--- src/common/mcr_input_pkg.sv ---
package mcr_input_pkg;

	// ==============================
	// Vector types
	// ==============================

	typedef logic [7:0]  byte_t;
	typedef logic [24:0] dl_addr_t;
	typedef logic [7:0]  dl_index_t;

	// Toggle, pressed, extended, scan code
	typedef logic [10:0] ps2_key_t;

	typedef logic [31:0] joy_t;
	typedef logic [15:0] buttons_t;
	typedef logic [7:0]  rst_cnt_t;

	// Game selected by the download select byte
	typedef enum logic [1:0] {
		GAME_SPYHNT = 2'd0,
		GAME_TURBO  = 2'd1,
		GAME_CRATER = 2'd2,
		GAME_NONE   = 2'd3
	} game_t;

	// ==============================
	// Download port
	// ==============================

	localparam dl_index_t IDX_ROM  = 8'd0;
	localparam dl_index_t IDX_GAME = 8'd1;
	localparam dl_index_t IDX_DIP  = 8'd254;

	localparam int DIP_COUNT  = 8;
	localparam int DIP_ADDR_W = $clog2(DIP_COUNT);

	// Second reset pulse comes RST_COUNT_INIT - 1 cycles after release
	localparam rst_cnt_t RST_COUNT_INIT = 8'd64;

	// Emulated analog controls
	localparam byte_t STEER_CENTER = 8'h80;
	localparam byte_t STEER_STEP   = 8'd4;
	localparam byte_t GAS_STEP     = 8'd8;

endpackage

--- src/rtl/dl_registers.sv ---
`timescale 1ns/100ps

module dl_registers import mcr_input_pkg::*; (
	input  logic      clk_sys,
	input  logic      arst_n,
	input  logic      dl_download,
	input  logic      dl_wr,
	input  dl_index_t dl_index,
	input  dl_addr_t  dl_addr,
	input  byte_t     dl_data,
	output game_t     game,
	output byte_t     dip0,
	output logic      service,
	output logic      rom_loaded
);

	byte_t dip_mem [DIP_COUNT];
	byte_t game_sel;
	logic  rom_download;
	logic  rom_dl_q;
	logic  rom_dl_qq;

	assign rom_download = dl_download && (dl_index == IDX_ROM);

	// DIP bytes, addresses past the last byte are dropped
	always_ff @(posedge clk_sys) begin
		if (dl_wr && (dl_index == IDX_DIP) && (dl_addr < DIP_COUNT)) begin
			dip_mem[dl_addr[DIP_ADDR_W-1:0]] <= dl_data;
		end
	end

	assign dip0    = dip_mem[0];
	assign service = dip_mem[1][0];

	// Select byte first, decode on the following cycle
	always_ff @(posedge clk_sys or negedge arst_n) begin
		if (!arst_n) begin
			game_sel <= 8'hFF;
			game     <= GAME_NONE;
		end else begin
			if (dl_wr && (dl_index == IDX_GAME)) begin
				game_sel <= dl_data;
			end
			case (game_sel)
				8'd0:    game <= GAME_SPYHNT;
				8'd1:    game <= GAME_TURBO;
				8'd2:    game <= GAME_CRATER;
				default: game <= GAME_NONE;
			endcase
		end
	end

	// End of ROM download, sticky until the next arst_n
	always_ff @(posedge clk_sys or negedge arst_n) begin
		if (!arst_n) begin
			rom_dl_q   <= 1'b0;
			rom_dl_qq  <= 1'b0;
			rom_loaded <= 1'b0;
		end else begin
			rom_dl_q  <= rom_download;
			rom_dl_qq <= rom_dl_q;
			if (rom_dl_qq && !rom_dl_q) begin
				rom_loaded <= 1'b1;
			end
		end
	end

endmodule

--- src/rtl/reset_gen.sv ---
`timescale 1ns/100ps

module reset_gen import mcr_input_pkg::*; (
	input  logic clk_sys,
	input  logic arst_n,
	input  logic user_reset,
	input  logic rom_loaded,
	output logic sys_reset
);

	rst_cnt_t count;
	logic     hold;

	// Board stays in reset until the ROM is in place
	assign hold = !rom_loaded || user_reset;

	always_ff @(posedge clk_sys or negedge arst_n) begin
		if (!arst_n) begin
			count     <= RST_COUNT_INIT;
			sys_reset <= 1'b1;
		end else begin
			if (hold) begin
				count <= RST_COUNT_INIT;
			end else if (count != '0) begin
				count <= count - 1'b1;
			end
			// Second one-cycle pulse as the count passes one
			sys_reset <= hold || (count == rst_cnt_t'(1));
		end
	end

endmodule

--- src/rtl/kbd_decoder.sv ---
`timescale 1ns/100ps

module kbd_decoder import mcr_input_pkg::*; (
	input  logic     clk_sys,
	input  logic     arst_n,
	input  ps2_key_t ps2_key,
	output buttons_t buttons
);

	logic  toggle;
	logic  toggle_q;
	logic  pressed;
	byte_t code;

	assign toggle  = ps2_key[10];
	assign pressed = ps2_key[9];
	assign code    = ps2_key[7:0];

	always_ff @(posedge clk_sys or negedge arst_n) begin
		if (!arst_n) begin
			toggle_q <= 1'b0;
			buttons  <= '0;
		end else begin
			toggle_q <= toggle;
			if (toggle != toggle_q) begin
				case (code)
					// Player 1 arrows
					8'h74: buttons[0] <= pressed;
					8'h6B: buttons[1] <= pressed;
					8'h72: buttons[2] <= pressed;
					8'h75: buttons[3] <= pressed;
					// Fire A to E
					8'h14: buttons[4] <= pressed;
					8'h11: buttons[5] <= pressed;
					8'h29: buttons[6] <= pressed;
					8'h12: buttons[7] <= pressed;
					8'h1A: buttons[8] <= pressed;
					8'h22: buttons[9] <= pressed;
					// ESC and 5 both give coin 1
					8'h76: buttons[10] <= pressed;
					8'h2E: buttons[10] <= pressed;
					8'h36: buttons[11] <= pressed;
					// Player 2 on the letter keys
					8'h34: buttons[12] <= pressed;
					8'h23: buttons[13] <= pressed;
					8'h2B: buttons[14] <= pressed;
					8'h2D: buttons[15] <= pressed;
					// Player 2 fire shares the player 1 fire bits
					8'h1C: buttons[4] <= pressed;
					8'h1B: buttons[5] <= pressed;
					8'h21: buttons[6] <= pressed;
					8'h1D: buttons[7] <= pressed;
					default: ;
				endcase
			end
		end
	end

endmodule

--- src/rtl/input_ports.sv ---
`timescale 1ns/100ps

module input_ports import mcr_input_pkg::*; (
	input  game_t    game,
	input  buttons_t buttons,
	input  joy_t     joy1,
	input  joy_t     joy2,
	input  byte_t    dip0,
	input  logic     service,
	input  logic     steer_sel,
	input  byte_t    steering,
	input  byte_t    gas,
	input  byte_t    spin_angle,
	output byte_t    in0,
	output byte_t    in1,
	output byte_t    in2,
	output byte_t    in3,
	output logic     landscape,
	output logic     ctl_up,
	output logic     ctl_down,
	output logic     ctl_left,
	output logic     ctl_right,
	output logic     spin_ccw,
	output logic     spin_cw
);

	logic  fire_a;
	logic  fire_b;
	logic  fire_c;
	logic  fire_d;
	logic  fire_e;
	logic  shift;
	logic  coin;
	byte_t analog;

	// ==============================
	// Merged controls
	// ==============================

	assign ctl_right = buttons[0] | buttons[12] | joy1[0] | joy2[0];
	assign ctl_left  = buttons[1] | buttons[13] | joy1[1] | joy2[1];
	assign ctl_down  = buttons[2] | buttons[14] | joy1[2] | joy2[2];
	assign ctl_up    = buttons[3] | buttons[15] | joy1[3] | joy2[3];

	assign fire_a = buttons[4] | joy1[4] | joy2[4];
	assign fire_b = buttons[5] | joy1[5] | joy2[5];
	assign fire_c = buttons[6] | joy1[6] | joy2[6];
	assign fire_d = buttons[7] | joy1[7] | joy2[7];
	assign fire_e = buttons[8] | joy1[8] | joy2[8];
	assign shift  = buttons[9] | joy1[9] | joy2[9];
	assign coin   = buttons[10] | buttons[11] | joy1[10] | joy2[10];

	assign spin_ccw = joy1[30] | joy2[30];
	assign spin_cw  = joy1[31] | joy2[31];

	// Board bit 7 of port 4 picks wheel or pedal
	assign analog = steer_sel ? steering : gas;

	// ==============================
	// Per-game port bytes
	// ==============================

	always_comb begin
		landscape = 1'b0;
		in0       = 8'hFF;
		in1       = 8'hFF;
		in2       = 8'hFF;
		in3       = dip0;
		case (game)
			GAME_SPYHNT: begin
				in0 = ~{service, 2'b00, shift, 3'b000, coin};
				in1 = ~{3'b000, fire_a, fire_c, fire_e, fire_b, fire_d};
				in2 = analog;
			end
			GAME_TURBO: begin
				in0 = ~{service, 2'b00, shift, 3'b000, coin};
				in1 = ~{3'b000, fire_e, fire_d, fire_c, fire_b, fire_a};
				in2 = analog;
			end
			GAME_CRATER: begin
				landscape = 1'b1;
				in0 = ~{service, 2'b00, fire_a, fire_e, shift, 1'b0, coin};
				in1 = spin_angle;
				in2 = ~{1'b0, fire_b, 1'b0, fire_c, ctl_down, ctl_up, 2'b00};
			end
			default: ;
		endcase
	end

endmodule

--- src/analog_emu/steering_emu.sv ---
`timescale 1ns/100ps

module steering_emu import mcr_input_pkg::*; (
	input  logic  clk_sys,
	input  logic  arst_n,
	input  logic  sys_reset,
	input  logic  vsync,
	input  logic  gas_plus,
	input  logic  gas_minus,
	input  logic  steer_plus,
	input  logic  steer_minus,
	output byte_t steering,
	output byte_t gas
);

	logic vsync_q;
	logic frame_tick;

	// One step up or down, clamped at both ends
	function automatic byte_t sat_step(byte_t value, logic plus, logic minus, byte_t step);
		byte_t result;
		result = value;
		if (plus && !minus) begin
			result = (value > (8'hFF - step)) ? 8'hFF : value + step;
		end else if (minus && !plus) begin
			result = (value < step) ? 8'h00 : value - step;
		end
		return result;
	endfunction

	assign frame_tick = vsync && !vsync_q;

	always_ff @(posedge clk_sys or negedge arst_n) begin
		if (!arst_n) begin
			vsync_q  <= 1'b0;
			steering <= STEER_CENTER;
			gas      <= '0;
		end else if (sys_reset) begin
			vsync_q  <= vsync;
			steering <= STEER_CENTER;
			gas      <= '0;
		end else begin
			vsync_q <= vsync;
			if (frame_tick) begin
				steering <= sat_step(steering, steer_plus, steer_minus, STEER_STEP);
				gas      <= sat_step(gas, gas_plus, gas_minus, GAS_STEP);
			end
		end
	end

endmodule

--- src/analog_emu/spinner_emu.sv ---
`timescale 1ns/100ps

module spinner_emu import mcr_input_pkg::*; (
	input  logic  clk_sys,
	input  logic  arst_n,
	input  logic  sys_reset,
	input  logic  vsync,
	input  logic  plus,
	input  logic  minus,
	output byte_t spin_angle
);

	logic vsync_q;
	logic frame_tick;

	assign frame_tick = vsync && !vsync_q;

	// Angle wraps freely, one count per frame
	always_ff @(posedge clk_sys or negedge arst_n) begin
		if (!arst_n) begin
			vsync_q    <= 1'b0;
			spin_angle <= '0;
		end else if (sys_reset) begin
			vsync_q    <= vsync;
			spin_angle <= '0;
		end else begin
			vsync_q <= vsync;
			if (frame_tick) begin
				if (plus && !minus) begin
					spin_angle <= spin_angle + 8'd1;
				end else if (minus && !plus) begin
					spin_angle <= spin_angle - 8'd1;
				end
			end
		end
	end

endmodule

--- src/rtl/mcr_input_top.sv ---
`timescale 1ns/100ps

module mcr_input_top import mcr_input_pkg::*; (
	input  logic      clk_sys,
	input  logic      arst_n,
	input  logic      user_reset,
	input  logic      dl_download,
	input  logic      dl_wr,
	input  dl_index_t dl_index,
	input  dl_addr_t  dl_addr,
	input  byte_t     dl_data,
	input  ps2_key_t  ps2_key,
	input  joy_t      joy1,
	input  joy_t      joy2,
	input  logic      vsync,
	input  logic      steer_sel,
	output byte_t     in0,
	output byte_t     in1,
	output byte_t     in2,
	output byte_t     in3,
	output logic      landscape,
	output logic      sys_reset
);

	game_t    game;
	byte_t    dip0;
	logic     service;
	logic     rom_loaded;
	buttons_t buttons;
	byte_t    steering;
	byte_t    gas;
	byte_t    spin_angle;
	logic     ctl_up;
	logic     ctl_down;
	logic     ctl_left;
	logic     ctl_right;
	logic     spin_ccw;
	logic     spin_cw;

	// ==============================
	// Download and reset
	// ==============================

	dl_registers u_dl_registers (
		.clk_sys     (clk_sys),
		.arst_n      (arst_n),
		.dl_download (dl_download),
		.dl_wr       (dl_wr),
		.dl_index    (dl_index),
		.dl_addr     (dl_addr),
		.dl_data     (dl_data),
		.game        (game),
		.dip0        (dip0),
		.service     (service),
		.rom_loaded  (rom_loaded)
	);

	reset_gen u_reset_gen (
		.clk_sys    (clk_sys),
		.arst_n     (arst_n),
		.user_reset (user_reset),
		.rom_loaded (rom_loaded),
		.sys_reset  (sys_reset)
	);

	// ==============================
	// Player controls
	// ==============================

	kbd_decoder u_kbd_decoder (
		.clk_sys (clk_sys),
		.arst_n  (arst_n),
		.ps2_key (ps2_key),
		.buttons (buttons)
	);

	input_ports u_input_ports (
		.game       (game),
		.buttons    (buttons),
		.joy1       (joy1),
		.joy2       (joy2),
		.dip0       (dip0),
		.service    (service),
		.steer_sel  (steer_sel),
		.steering   (steering),
		.gas        (gas),
		.spin_angle (spin_angle),
		.in0        (in0),
		.in1        (in1),
		.in2        (in2),
		.in3        (in3),
		.landscape  (landscape),
		.ctl_up     (ctl_up),
		.ctl_down   (ctl_down),
		.ctl_left   (ctl_left),
		.ctl_right  (ctl_right),
		.spin_ccw   (spin_ccw),
		.spin_cw    (spin_cw)
	);

	// Up and down work the pedal, left and right the wheel
	steering_emu u_steering_emu (
		.clk_sys     (clk_sys),
		.arst_n      (arst_n),
		.sys_reset   (sys_reset),
		.vsync       (vsync),
		.gas_plus    (ctl_up),
		.gas_minus   (ctl_down),
		.steer_plus  (ctl_right),
		.steer_minus (ctl_left),
		.steering    (steering),
		.gas         (gas)
	);

	spinner_emu u_spinner_emu (
		.clk_sys    (clk_sys),
		.arst_n     (arst_n),
		.sys_reset  (sys_reset),
		.vsync      (vsync),
		.plus       (ctl_right | spin_cw),
		.minus      (ctl_left | spin_ccw),
		.spin_angle (spin_angle)
	);

endmodule

--- config.mk ---
export PLATFORM = sky130hd
export DESIGN_NAME = mcr_input_top
export DESIGN_NICKNAME = d
export VERILOG_FILES = /design/src/common/mcr_input_pkg.sv /design/src/rtl/dl_registers.sv /design/src/rtl/reset_gen.sv /design/src/rtl/kbd_decoder.sv /design/src/rtl/input_ports.sv /design/src/analog_emu/steering_emu.sv /design/src/analog_emu/spinner_emu.sv /design/src/rtl/mcr_input_top.sv
export SDC_FILE = /design/constraint.sdc
export NUM_CORES = 1
export LEC_CHECK = 0
export BUFFER_PORTS_ARGS = -buffer_cell sky130_fd_sc_hd__buf_4
export CAP_MARGIN = 25
export CELL_PAD_IN_SITES_DETAIL_PLACEMENT = 0
export CELL_PAD_IN_SITES_GLOBAL_PLACEMENT = 1
export CORE_MARGIN = 5
export CORE_UTILIZATION = 34
export DETAILED_ROUTE_END_ITERATION = 8
export GPL_TIMING_DRIVEN = 0
export MAX_ROUTING_LAYER = met4
export PLACE_DENSITY = 0.8
export SLEW_MARGIN = 15
export SYNTH_ARGS = -nofsm -noshare
export SYNTH_HDL_FRONTEND = slang
export SYNTH_SLANG_ARGS = --single-unit
--- constraint.sdc ---
create_clock -name clk_sys -period 3.1 [get_ports clk_sys]
set_input_delay 0.465 -clock clk_sys [delete_from_list [all_inputs] [get_ports clk_sys]]
set_output_delay 0.465 -clock clk_sys [all_outputs]
set_load 0.03 [all_outputs]
==> metrics list <==
- The flow ran to the end, and the final reports show no timing, DRC or antenna violations.
- Clock-pin slew reported for the worst setup and hold paths after clock tree synthesis: roughly 0.060 ns
- Instance count of the mapped netlist: roughly 440
- Before CTS, the worst setup slack after placement is -0.258 ns.
* Critical Setup Path Class: reg2reg
- Die Span Y: about 120 um
* Path class of the lowest-slack min-delay path: in2async
- The repair_antennas step left the layout with diodes totalling 0.
* Number of top-level pins: between 150 and 200
- Depth of the worst register-to-register path: 9
- Syn Area/Cell: approximately 10 um^2
- Summed over all cells, the static leakage comes to approximately 0.0026 uW.
- Total setup violations reported at the end of the flow: 0
- Counting every sink on the clock net gives 70.
- For this run, the detailed router's first-pass iteration total came to 4.
- The worst setup path is launched from a flip-flop.
* Syn Std Cell Area: around 4300 um^2
- Of all nets on the critical path, the largest fanout is 6.
- Post-synth EDFFs: 9
- Reported max-cap violation count: 0
- Global-route wire length before repair: 19,500 um
* Antenna viol nets, final: 0
* Critical Path, Cell by Cell: or4_4 > a2111o_2 > buf_4 > ha_1 > a21oi_2 > o21a_1 > o31a_1 > mux2_2 > mux2_4
* Final period demand of the worst path: 3.03 ns
- Achievable Freq: approximately 330 MHz
* Top Metal Used: met4
- Worst setup slack after layout: about 0.066 ns
- Sequential share of the synthesized area: roughly 42%
- For this run, the total global-route usage over all layers was measured as between 10% and 20%.
- WL per Instance: 16.3 um
- NumNets Final: a little over 700
* Detailed-routing wirelength on met1: between 5000 and 6000 um
- The synthesized netlist contains 69 unique library cells.
- Summed over all nets, the half-perimeter wirelength after detailed placement is ~9600 um.
- The completed layout was analyzed and its total power is about 2700 uW.
- CTS tree: yes
- In this run the tool buffered the top-level ports with between 100 and 150 buffer cells.
- CTS Buf Count: 9
- Clock insertion delay at the later pin of the skew report: 0.33 ns
- For this run, the slowest stage of the critical path takes between 0.5 and 0.6 ns.
- The Yosys step of the flow raised 0 warnings.
- Cell with the largest stage delay on the worst path: or4_4
- Root buffer cell: clkbuf_16
* Number of hold-repair buffers added at the cts stage: 0
* Count of routing violations after the opening detailed-route iteration: about 260
- Most used DFF post-synth: dfrtp_1
* Final hold vios: 0
* Share of the core filled with cells: 45.8%
* Endpoint type of the worst setup path: flip-flop
- Data arrives at the worst endpoint at between 3 and 4 ns.
- Clock H-tree levels: 3
- Synthesis-to-finish area growth: 32.8%
* Final wirelength: approximately 12,000 um
- From left edge to right edge, the die measures between 100 and 150 um.
* Die Area: ~15,000 um^2
* Worst-case clock buffer depth: 2
- Share of Yosys cell area claimed by the top area cell type: between 20% and 30%
- In the synthesized netlist the async set-or-reset flop fraction comes to between 80% and 90%.
* Via count of the first global-routing pass: 3,924
- Number of DRC violations after detailed routing: 0
- On the final layout, the worst clock skew is around 0.0080 ns.
- Remaining Overflow, GRT: 0
- Core Rows: 41
- Fraction of the cycle the final worst path needs: between 90% and 100%
- Required time reported for the critical path endpoint: between 3 and 4 ns
- Once the floorplan was initialized, standard cells occupied 34.5% of the core.
- After filler insertion, the fill cell instance count of the layout stands at approximately 1,300.
* Final Instance Count excl. Fillers: 752
- After detailed routing, the met2 layer carries 5930 um of wire.
- Initial antenna violation count: 0
* Detail-routed via count per cell: 5.13
- In this run the critical register-to-register path is launched from u_kbd_decoder.buttons[1].
- Cells taking the most area after synthesis: dfrtp_1 (28%), dfstp_2 (7.9%), mux2_2 (6.8%)
- The endpoint identified for the worst register-to-register timing path is u_spinner_emu.spin_angle[7].
- Once placement completed, the tool counted placed cells totaling 730.
* Setup slack of the most critical reg-to-reg path: roughly 0.066 ns
* Largest net degree at the start of global routing: 62
- Slew headroom: roughly half
- Cell taking the most area after synthesis: dfrtp_1
- In the detailed route, the total length drawn on met3 is roughly 950 um.
- The number of max-slew violations in the final report is 0.
* Post-synthesis register bit count: 70
- At the end of routability-driven placement, the weighted congestion stood at around 0.9.
- IR analysis of the VDD net gives a maximum drop of 0.272 mV.
- For this design the ratio of total power to cell area is about 470 nW/um^2.
- Standard cell core area: ~13,000 um^2
- At the pin with the least slew margin, the transition time is 0.775 ns.
- Vias: 3,855
* Fraction of final layout cells with drive strength greater than 1: 35.7%
flip-flops by register name, indices dropped and copies added, names as in the netlist:
signal	cells
u_reset_gen.count	8
u_steering_emu.steering	7
u_dl_registers.game	2
u_kbd_decoder.buttons	16
u_dl_registers.rom_dl_qq	1
u_spinner_emu.vsync_q	1
u_reset_gen.sys_reset	1
u_dl_registers.dip_mem	9
u_kbd_decoder.toggle_q	1
u_dl_registers.game_sel	8
u_dl_registers.rom_dl_q	1
u_spinner_emu.spin_angle	8
u_steering_emu.gas	6
u_dl_registers.rom_loaded	1
final cells by class:
type | instances | area (um^2) | share of cell area (%)
inverters | 19 | 71.3 | 1.24
multi-input cells | 335 | 2340 | 40.9
flip-flops and latches | 70 | 1810 | 31.6
clock inverters | 6 | 70.1 | 1.22
repair buffers | 118 | 883 | 15.4
clock buffers | 10 | 229 | 4.00
well taps | 172 | 215 | 3.76
plain buffers | 22 | 106 | 1.86
per-layer routing:
layer	global-route usage (%)	up-vias
met5	-	-
met4	4.62	0
met3	5.16	12
met2	28.3	120
met1	20.3	1825
li1	-	1898
cells in the final DEF, fill, tap and decap left out, drive strengths merged, types with 9 or more instances in the layout:
master  netlist  final
buf           9    126
dfrtp        48     48
nor2         36     36
nand2        33     33
a21oi        28     28
mux2         27     27
clkbuf       13     24
inv          19     20
nor4         18     18
nor3         17     17
o21ai        15     15
nand2b       13     13
nand3        13     13
ha           13     13
dfstp        13     13
a22o         12     12
nor2b         9      9
edfxtp        9      9
a211oi        9      9
through the flow:
stage / area, um^2 / hold slack (ns) / TNS [ns]
after floorplan: 4320 / 0.169 / 0
after global placement: 5380 / 0.359 / -0.260
final: 5730 / 0.197 / 0
after global routing: 5730 / 0.255 / -0.0282
after CTS: 5710 / 0.236 / 0
after detailed placement: 5380 / 0.366 / -0.258
how the worst max path moves through the flow:
stage                              from                           to  slack [ns]  depth (start not counted)
2_1_floorplan                   joy1[1]  u_spinner_emu.spin_angle[7]        0.06                          8
6_report       u_kbd_decoder.buttons[1]  u_spinner_emu.spin_angle[7]        0.07                          9
5_1_grt        u_kbd_decoder.buttons[1]  u_spinner_emu.spin_angle[7]       -0.03                          9
3_5_place_dp                    joy1[1]  u_spinner_emu.spin_angle[7]       -0.26                          9
3_3_place_gp                    joy1[1]  u_spinner_emu.spin_angle[7]       -0.26                          9
4_1_cts        u_kbd_decoder.buttons[1]  u_spinner_emu.spin_angle[7]        0.02                          9
synth_stat cells, types with 9 or more instances:
master    count
nor2_1       34
dfrtp_1      48
inv_1        19
clkbuf_1     12
a21oi_1      27
dfstp_2      13
mux2_2       26
nor2b_1       9
nand2b_1     13
nor4_1       17
o21ai_0      15
nand2_1      33
nor3_1       17
nand3_1      13
edfxtp_1      9
ha_1         13
logic make-up (layout without fill, tap and decap cells):
kind of cell | count (synthesis) | after routing | synth area share, %
flops | 70 | 70 | 42.0
fa+ha+maj | 14 | 14 | 4.23
buf+inv | 41 | 175 | 4.12
compound gates | 105 | 105 | 18.0
other cells | 1 | 3 | 0.0869
xor+xnor | 12 | 12 | 2.44
simple gates | 169 | 169 | 20.8
mux | 32 | 32 | 8.29
critical path, delay by kind of cell, from the launching register on:
family                   cells  cell delay (ns)
adder cells (fa/ha/maj)      1             0.32
flip-flops                   1             0.39
multiplexers                 2             0.63
AND/OR/NAND/NOR              1             0.54
buffers and inverters        1             0.18
AO/OA/AOI/OAI                4             0.86
timing repair:
item                                    4_1_cts  5_1_grt
buffers inserted                              4        1
gates resized for setup                       2        1
pin swaps                                     2        1
endpoints found under the setup margin        1        1
report_power, final:
group          switching [uW]  internal, uW  total (uW)
combinational             405           273         678
sequential               25.6           973         999
clock                     397           628        1030
No activity file was read; power rests on OpenSTA's default activity.
